==> config.mk <==
export PLATFORM = sky130hd
export DESIGN_NAME = aud_core
export DESIGN_NICKNAME = d
export VERILOG_FILES = /design/src/design/aud_pkg.sv /design/src/design/aud_core.sv /design/src/design/aud_ctrl.sv /design/src/design/aud_player.sv /design/src/design/aud_recorder.sv /design/src/design/aud_sram.sv
export SDC_FILE = /design/constraint.sdc
export NUM_CORES = 1
export LEC_CHECK = 0
export BUFFER_PORTS_ARGS = -buffer_cell sky130_fd_sc_hd__buf_4
export CAP_MARGIN = 20
export CORE_ASPECT_RATIO = 2
export CORE_MARGIN = 4
export CORE_UTILIZATION = 55
export CTS_CLUSTER_DIAMETER = 30
export CTS_CLUSTER_SIZE = 14
export DETAILED_ROUTE_END_ITERATION = 7
export GPL_ROUTABILITY_DRIVEN = 0
export PLACE_DENSITY_LB_ADDON = 0.25
export SYNTH_ARGS = -nofsm -noshare
export SYNTH_HDL_FRONTEND = slang
export SYNTH_HIERARCHICAL = 1
export SYNTH_SLANG_ARGS = --single-unit
==> constraint.sdc <==
create_clock -name i_clk -period 3.6 [get_ports i_clk]
set_input_delay 0.18 -clock i_clk [delete_from_list [all_inputs] [get_ports i_clk]]
set_output_delay 0.18 -clock i_clk [all_outputs]
set_load 0.02 [all_outputs]
==> src/design/aud_pkg.sv <==
package aud_pkg;

    // ************************************************************************
    // sizes
    // ************************************************************************
    localparam int SAMPLE_BITS = 16;
    localparam int MEM_WORDS   = 64;       // small so a full memory is quick to reach.
    localparam int ADDR_BITS   = 6;
    localparam int LEN_BITS    = 7;        // one bit wider than an address to hold 64.
    localparam int CNT_BITS    = 4;        // bit slot counter inside one word.

    // the bit counter value of the 16th bit of a word.
    localparam logic [CNT_BITS-1:0] LAST_BIT = CNT_BITS'(SAMPLE_BITS - 1);

    // ************************************************************************
    // types
    // ************************************************************************
    typedef enum logic [1:0] {
        MODE_IDLE  = 2'd0,
        MODE_REC   = 2'd1,
        MODE_PAUSE = 2'd2,
        MODE_PLAY  = 2'd3
    } aud_mode_e;

    // one write into the sample memory.
    typedef struct packed {
        logic                   we;
        logic [ADDR_BITS-1:0]   addr;
        logic [SAMPLE_BITS-1:0] data;
    } aud_wr_t;

    // status seen outside the core.
    typedef struct packed {
        aud_mode_e              mode;
        logic [LEN_BITS-1:0]    len;
    } aud_status_t;

endpackage
==> src/design/aud_core.sv <==
`timescale 1ns/1ps

module aud_core import aud_pkg::*; (
    input  logic        i_clk,
    input  logic        i_rst_n,
    input  logic        i_lrc,
    input  logic        i_adc_data,
    input  logic        i_rec,
    input  logic        i_play,
    input  logic        i_pause,
    input  logic        i_stop,
    output logic        o_dac_data,
    output aud_status_t o_status
);

aud_mode_e              mode;
aud_wr_t                wr;
logic                   rec_en;
logic                   play_en;
logic                   rec_start;
logic                   full;
logic                   play_done;
logic [ADDR_BITS-1:0]   wr_addr;
logic [ADDR_BITS-1:0]   rd_addr;
logic [SAMPLE_BITS-1:0] rd_data;
logic [LEN_BITS-1:0]    rec_len;

assign o_status = '{mode: mode, len: rec_len};

aud_ctrl aud_ctrl_inst (
    .i_clk(i_clk), .i_rst_n(i_rst_n),
    .i_rec(i_rec), .i_play(i_play), .i_pause(i_pause), .i_stop(i_stop),
    .i_full(full), .i_play_done(play_done), .i_wr_addr(wr_addr),
    .o_rec_en(rec_en), .o_play_en(play_en), .o_rec_start(rec_start),
    .o_rec_len(rec_len), .o_mode(mode)
);

aud_recorder aud_recorder_inst (
    .i_clk(i_clk), .i_rst_n(i_rst_n), .i_lrc(i_lrc), .i_adc_data(i_adc_data),
    .i_rec_en(rec_en), .i_rec_start(rec_start),
    .o_wr(wr), .o_full(full), .o_addr(wr_addr)
);

aud_player aud_player_inst (
    .i_clk(i_clk), .i_rst_n(i_rst_n), .i_lrc(i_lrc), .i_play_en(play_en),
    .i_rec_len(rec_len), .i_rd_data(rd_data),
    .o_rd_addr(rd_addr), .o_dac_data(o_dac_data), .o_done(play_done)
);

aud_sram aud_sram_inst (
    .i_clk(i_clk), .i_wr(wr), .i_rd_addr(rd_addr), .o_rd_data(rd_data)
);

endmodule

==> src/design/aud_ctrl.sv <==
`timescale 1ns/1ps

module aud_ctrl import aud_pkg::*; (
    input  logic                 i_clk,
    input  logic                 i_rst_n,
    input  logic                 i_rec,
    input  logic                 i_play,
    input  logic                 i_pause,
    input  logic                 i_stop,
    input  logic                 i_full,
    input  logic                 i_play_done,
    input  logic [ADDR_BITS-1:0] i_wr_addr,
    output logic                 o_rec_en,
    output logic                 o_play_en,
    output logic                 o_rec_start,
    output logic [LEN_BITS-1:0]  o_rec_len,
    output aud_mode_e            o_mode
);

aud_mode_e           mode_r, mode_w;
logic [LEN_BITS-1:0] len_r, len_w;
logic                latch_r, latch_w;

assign o_rec_en    = (mode_r == MODE_REC);
assign o_play_en   = (mode_r == MODE_PLAY);
assign o_rec_start = (mode_r == MODE_IDLE) && i_rec;   // restarts the recorder address.
assign o_rec_len   = len_r;
assign o_mode      = mode_r;

always_comb begin
    mode_w  = mode_r;
    len_w   = len_r;
    latch_w = 1'b0;
    // the address is taken one cycle after stop so a write on the stop edge counts.
    if (latch_r) len_w = {1'b0, i_wr_addr};

    case (mode_r)
        MODE_IDLE: begin
            if (i_rec) mode_w = MODE_REC;
            else if (i_play && len_r != '0) mode_w = MODE_PLAY;
        end
        MODE_REC: begin
            if (i_full) begin
                mode_w = MODE_IDLE;
                len_w  = LEN_BITS'(MEM_WORDS);
            end
            else if (i_stop) begin
                mode_w  = MODE_IDLE;
                latch_w = 1'b1;
            end
            else if (i_pause) mode_w = MODE_PAUSE;
        end
        MODE_PAUSE: begin
            if (i_stop) begin
                mode_w  = MODE_IDLE;
                latch_w = 1'b1;
            end
            else if (i_pause) mode_w = MODE_REC;
        end
        default: begin
            if (i_play_done || i_stop) mode_w = MODE_IDLE;
        end
    endcase
end

always_ff @(posedge i_clk) begin
    if (i_rst_n) begin
        mode_r  <= MODE_IDLE;
        len_r   <= '0;
        latch_r <= 1'b0;
    end
    else begin
        mode_r  <= mode_w;
        len_r   <= len_w;
        latch_r <= latch_w;
    end
end

endmodule

==> src/design/aud_player.sv <==
`timescale 1ns/1ps

module aud_player import aud_pkg::*; (
    input  logic                   i_clk,
    input  logic                   i_rst_n,
    input  logic                   i_lrc,
    input  logic                   i_play_en,
    input  logic [LEN_BITS-1:0]    i_rec_len,
    input  logic [SAMPLE_BITS-1:0] i_rd_data,
    output logic [ADDR_BITS-1:0]   o_rd_addr,
    output logic                   o_dac_data,
    output logic                   o_done
);

logic                   lrc_d_r;
logic                   active_r, active_w;
logic [CNT_BITS-1:0]    cnt_r, cnt_w;
logic [LEN_BITS-1:0]    word_r, word_w;
logic [SAMPLE_BITS-1:0] shift_r, shift_w;
logic                   done_r, done_w;
logic                   lrc_fall;

assign lrc_fall   = lrc_d_r & ~i_lrc;
assign o_rd_addr  = word_r[ADDR_BITS-1:0];   // held through the high half-frame.
assign o_dac_data = active_r & shift_r[SAMPLE_BITS-1];
assign o_done     = done_r;

// ************************************************************************
// word and bit sequencing
// ************************************************************************
always_comb begin
    active_w = active_r;
    cnt_w    = cnt_r;
    word_w   = word_r;
    shift_w  = shift_r;
    done_w   = 1'b0;

    if (!i_play_en) begin
        active_w = 1'b0;
        word_w   = '0;
    end
    else if (lrc_fall && word_r < i_rec_len) begin
        active_w = 1'b1;
        cnt_w    = '0;
        shift_w  = i_rd_data;            // read data has been valid since the high half.
        word_w   = word_r + 1'b1;
    end
    else if (active_r) begin
        shift_w = {shift_r[SAMPLE_BITS-2:0], 1'b0};
        cnt_w   = cnt_r + 1'b1;
        if (cnt_r == LAST_BIT) begin
            active_w = 1'b0;
            done_w   = (word_r == i_rec_len);
        end
    end
end

always_ff @(posedge i_clk) begin
    if (i_rst_n) begin
        lrc_d_r  <= 1'b0;
        active_r <= 1'b0;
        cnt_r    <= '0;
        word_r   <= '0;
        done_r   <= 1'b0;
    end
    else begin
        lrc_d_r  <= i_lrc;
        active_r <= active_w;
        cnt_r    <= cnt_w;
        word_r   <= word_w;
        done_r   <= done_w;
    end
end

always_ff @(posedge i_clk) begin
    shift_r <= shift_w;
end

endmodule

==> src/design/aud_recorder.sv <==
`timescale 1ns/1ps

module aud_recorder import aud_pkg::*; (
    input  logic                 i_clk,
    input  logic                 i_rst_n,
    input  logic                 i_lrc,
    input  logic                 i_adc_data,
    input  logic                 i_rec_en,
    input  logic                 i_rec_start,
    output aud_wr_t              o_wr,
    output logic                 o_full,
    output logic [ADDR_BITS-1:0] o_addr
);

logic                   lrc_d_r;
logic                   active_r, active_w;
logic [CNT_BITS-1:0]    cnt_r, cnt_w;
logic [SAMPLE_BITS-1:0] shift_r, shift_w;
logic [ADDR_BITS-1:0]   addr_r, addr_w;
logic                   we_r, we_w;
logic                   full_r, full_w;
logic                   lrc_fall;
logic                   wr_fire;

assign lrc_fall = lrc_d_r & ~i_lrc;    // first clock of a left half-frame.
assign wr_fire  = we_r & i_rec_en;     // a word finished on a stop or pause edge is dropped.

always_comb begin
    o_wr.we   = wr_fire;
    o_wr.addr = addr_r;
    o_wr.data = shift_r;
end

assign o_full = full_r;
assign o_addr = addr_r;

always_comb begin
    active_w = active_r;
    cnt_w    = cnt_r;
    shift_w  = shift_r;
    addr_w   = addr_r;
    we_w     = 1'b0;
    full_w   = 1'b0;

    if (wr_fire) begin
        addr_w = addr_r + 1'b1;
        full_w = (addr_r == ADDR_BITS'(MEM_WORDS - 1));   // the address wraps to zero here.
    end
    if (i_rec_start) begin
        addr_w = '0;
    end

    if (!i_rec_en) begin
        active_w = 1'b0;                 // any partial word is thrown away.
    end
    else if (lrc_fall) begin
        active_w = 1'b1;
        cnt_w    = CNT_BITS'(1);
        shift_w  = {shift_r[SAMPLE_BITS-2:0], i_adc_data};
    end
    else if (active_r && !i_lrc) begin
        shift_w = {shift_r[SAMPLE_BITS-2:0], i_adc_data};
        cnt_w   = cnt_r + 1'b1;
        if (cnt_r == LAST_BIT) begin
            active_w = 1'b0;             // later bits of this half-frame are ignored.
            we_w     = 1'b1;
        end
    end
    else begin
        active_w = 1'b0;
    end
end

always_ff @(posedge i_clk) begin
    if (i_rst_n) begin
        lrc_d_r  <= 1'b0;
        active_r <= 1'b0;
        cnt_r    <= '0;
        addr_r   <= '0;
        we_r     <= 1'b0;
        full_r   <= 1'b0;
    end
    else begin
        lrc_d_r  <= i_lrc;
        active_r <= active_w;
        cnt_r    <= cnt_w;
        addr_r   <= addr_w;
        we_r     <= we_w;
        full_r   <= full_w;
    end
end

// capture shift register.
always_ff @(posedge i_clk) begin
    shift_r <= shift_w;
end

endmodule

==> src/design/aud_sram.sv <==
`timescale 1ns/1ps

module aud_sram import aud_pkg::*; (
    input  logic                   i_clk,
    input  aud_wr_t                i_wr,
    input  logic [ADDR_BITS-1:0]   i_rd_addr,
    output logic [SAMPLE_BITS-1:0] o_rd_data
);

logic [SAMPLE_BITS-1:0] mem_r [MEM_WORDS];

// ************************************************************************
// one write port and one registered read port
// ************************************************************************
always_ff @(posedge i_clk) begin
    if (i_wr.we) begin
        mem_r[i_wr.addr] <= i_wr.data;
    end
end

// data follows the address by one cycle.
always_ff @(posedge i_clk) begin
    o_rd_data <= mem_r[i_rd_addr];
end

endmodule

==> flow_summary_export.csv <==
group,metric,value,unit
floorplanning,die_area,83600,sq um
routing,firstDrtPassIters,5,
worst_setup_path,r2r_slack,0.31,ns
timing,rsz0062_at_grt,"false",
clocking,cts-root-buf,"clkbuf_16",
clocking,cts_tree,"done",
power_and_ir_drop,power_density,553,nW/um^2
routing,routedWlPerCell,32.0,um
logic_synthesis,yosys.area.top_type,"edfxtp_1",
timing,period_share,91.3,%
worst_setup_path,end_kind,"register",
global_routing,grt_pass1_vias,22707,
routing,drtIter0Drc,2489,
logic_synthesis,synthXorXnorAreaFrac,0.0404,%
routing,drc_errors,0,
worst_setup_path,path_class,"register to register",
global_routing,grtUsageTotal,26.7,%
timing,final-max-slew-violation-count,0,
logic_synthesis,yosysMostFrequentCell,"edfxtp_1",
global_routing,grt_max_degree,81,
timing,clock_skew,0.0268,ns
clocking,cts_resized,0,
logic_synthesis,synth_fa_ha_area_share,0.433,%
cells_and_area,fin_nets,2315,
clocking,postCtsSetupBuffers,0,
timing,setup_viol,0,
place,port_buffers,17,
floorplanning,ioPinCount,18,
global_routing,grt_antenna_before_repair,4,
global_routing,grt_pass1_wl,158000,um
logic_synthesis,syn_nets,2148,
hold_path,min-delay-start,"i_pause",
global_routing,overflow,0,
worst_setup_path,arrival,3.86,ns
timing,fmax,304,MHz
worst_setup_path,cp.required,4.18,ns
logic_synthesis,synth.avg_cell_area,20.4,sq um
power_and_ir_drop,peakVddDrop,0.424,mV
logic_synthesis,synth.top_cell.area_share,73.2,%
logic_synthesis,synth_cells,2125,
place,dp_hpwl,68100,um
logic_synthesis,yosysWarnings,6,
logic_synthesis,synth-simple-area-share,3.65,%
hold_path,holdPathStages,5,
logic_synthesis,synth_cell_type_count,69,
timing,final_hold_viol_count,0,
hold_path,hold_end,"aud_ctrl_inst/o_mode[1]$_SDFFE_PP0P_",
logic_synthesis,syn_area,43300,sq um
timing,setup_slack,0.315,ns
worst_setup_path,reg2reg_to,"aud_sram_inst/o_rd_data[10]$_DFF_P_",
worst_setup_path,r2r_cells,5,
power_and_ir_drop,total_power,27.4,mW
worst_setup_path,start_kind,"register",
cells_and_area,drive_gt1_share,26.9,%
logic_synthesis,synth_compound_area_share,3.06,%
floorplanning,die_w,206,um
routing,vias,21834,
clocking,cts.hold.buffers_added,8,
floorplanning,core,78200,sq um
clocking,cts.path.max_buffers,3,
clocking,clkLatencyLatePin,0.70,ns
hold_path,hold_class,"input pin to register",
cells_and_area,regArea,32800,sq um
cells_and_area,synthToLayoutAreaGrowth,14.2,%
logic_synthesis,ys_ff_latch,1110,
status,status,"completed",
cells_and_area,nFillCells,5158,
routing,final_antenna_net_count,0,
logic_synthesis,muxShareOfSynthArea,15.0,%
clocking,cts_inserted_buffers,117,
cells_and_area,multi_input_area,9610,sq um
logic_synthesis,synth_commonest_cells,"1056 x edfxtp_1, 220 x mux4_2, 91 x mux2i_1",
clocking,clkTransAtPathRegs,0.06,ns
timing,relSlewSlack,20.4,%
routing,drt-total-wl,109000,um
logic_synthesis,synth_top_flop_cell,"edfxtp_1",
worst_setup_path,r2r-start,"aud_player_inst/word_r[2]$_SDFFE_PP0P_",
place,dp_slack,0.321,ns
floorplanning,fp.dieH,405,um
timing,tightest_slew,1.18,ns
floorplanning,initial_core_util,55.4,%
worst_setup_path,cp_max_fo,39,
logic_synthesis,synth_top_family_by_area,"multiplexers",
logic_synthesis,ys_seq_area_share,75.7,%
logic_synthesis,synth_edf_count,1056,
logic_synthesis,synthTopCellsByArea,"edfxtp_1 73%, mux4_2 11%, dfxtp_1 2.5%",
floorplanning,fp-row-count,145,
timing,setup_tns,0,ns
clocking,htree_levels,3,
power_and_ir_drop,power_leakage,15.4,nW
routing,post_drt_via_cell_ratio,6.38,
run,cap_viol_max_count,0,
logic_synthesis,synthArstFlopShare,0,%
timing,period_needed,3.29,ns
clocking,cts_num_sinks,1110,
[layout by cell type, fill, tap and decap left out, drive strengths merged, types with 6 or more instances in the layout]
master	Yosys	final
a211o	8	8
a22o	6	6
nor4	6	6
o21ai	15	15
inv	15	31
dfxtp	54	54
nand4	17	17
bufinv	0	19
clkbuf	31	145
edfxtp	1056	1056
a31oi	10	10
a211oi	10	10
a221o	6	6
a21oi	41	41
nand3	35	35
nor2b	36	36
mux2i	91	91
nand2b	16	16
clkinvlp	0	10
mux2	43	43
ha	15	15
buf	94	165
and2	6	6
nor2	92	92
clkinv	0	27
o31ai	7	7
nand2	74	74
or4	7	7
dlygate4sd3	0	8
mux4	224	224
a221oi	16	16
a311oi	8	8
a22oi	39	39
[per-layer routing]
metal / vias up / GRT usage [%] / share of wire (%)
li1: 9090 / - / -
met1: 11463 / 30.8 / 33
met2: 989 / 45.7 / 53
met3: 288 / 4.55 / 6.5
met4: 4 / 17.4 / 7.6
met5: - / 0 / 0.022
[area by class of cell]
type,count,area share (%)
sequential,1110,66.3
clock buffer,145,6.47
antenna,2,0.0101
clock inverter,72,1.93
inverter,15,0.114
tap,1029,2.60
timing repair buffer,173,3.14
multi-input combinational,875,19.4
[power by group]
group / total, mW / internal [mW] / switching [mW]
Combinational: 0.424 / 0.131 / 0.294
Clock: 12.8 / 7.73 / 5.12
Sequential: 14.1 / 14.1 / 0.0374
Total: 27.4 / 21.9 / 5.45
[metrics by stage]
stage	util [%]	hold WS, ns	std cells	instance area, sq um
global placement	57.7	0.371	3190	45200
detailed placement	57.8	0.371	3191	45200
global route	63.3	0.122	3419	49500
floorplan	-	0.249	2125	43300
finish	63.3	0.131	3421	49500
CTS	63.2	0.0754	3416	49400
[registers in the layout, summed over array words and instances, names as in the netlist]
register / count
aud_player_inst/cnt_r: 4
aud_recorder_inst/o_full: 1
aud_sram_inst/mem_r: 1024
aud_recorder_inst/cnt_r: 4
aud_player_inst/o_done: 1
aud_player_inst/word_r: 7
aud_recorder_inst/o_addr: 6
aud_recorder_inst/lrc_d_r: 1
aud_recorder_inst/active_r: 1
aud_ctrl_inst/latch_r: 1
aud_recorder_inst/we_r: 1
aud_ctrl_inst/o_rec_len: 7
aud_recorder_inst/shift_r: 16
aud_sram_inst/o_rd_data: 16
aud_player_inst/active_r: 1
aud_player_inst/lrc_d_r: 1
aud_player_inst/shift_r: 16
aud_ctrl_inst/o_mode: 2
[worst max path at each step]
| stage | startpoint | end | slack [ns] | cells after the start |
|---|---|---|---|---|
| floorplan | aud_ctrl_inst/o_mode[0]$_SDFFE_PP0P_ | aud_sram_inst/mem_r[48][0]$_DFFE_PP_ | 0.52 | 7 |
| global placement | aud_player_inst/word_r[0]$_SDFFE_PP0P_ | aud_sram_inst/o_rd_data[10]$_DFF_P_ | 0.36 | 5 |
| detailed placement | aud_player_inst/word_r[0]$_SDFFE_PP0P_ | aud_sram_inst/o_rd_data[4]$_DFF_P_ | 0.32 | 6 |
| CTS | aud_player_inst/word_r[0]$_SDFFE_PP0P_ | aud_sram_inst/o_rd_data[4]$_DFF_P_ | 0.31 | 6 |
| global route | aud_player_inst/word_r[0]$_SDFFE_PP0P_ | aud_sram_inst/o_rd_data[4]$_DFF_P_ | 0.29 | 6 |
| finish | aud_player_inst/word_r[2]$_SDFFE_PP0P_ | aud_sram_inst/o_rd_data[10]$_DFF_P_ | 0.31 | 5 |
[logic make-up (layout without fill, tap and decap cells)]
group,after synthesis,after routing
fa+ha+maj,15,15
simple gates,314,314
buf+inv,140,405
other cells,0,2
flops,1110,1110
xor+xnor,2,2
compound gates,186,186
mux,358,358
[critical path, stage by stage, from the launching register on]
cell and delay, ns:
dfxtp_4 0.58, buf_4 0.53, mux4_2 0.40, mux2i_1 0.60
o21ai_0 0.59, and4_1 0.41
Note: power is estimated with default switching activity, not from simulation.
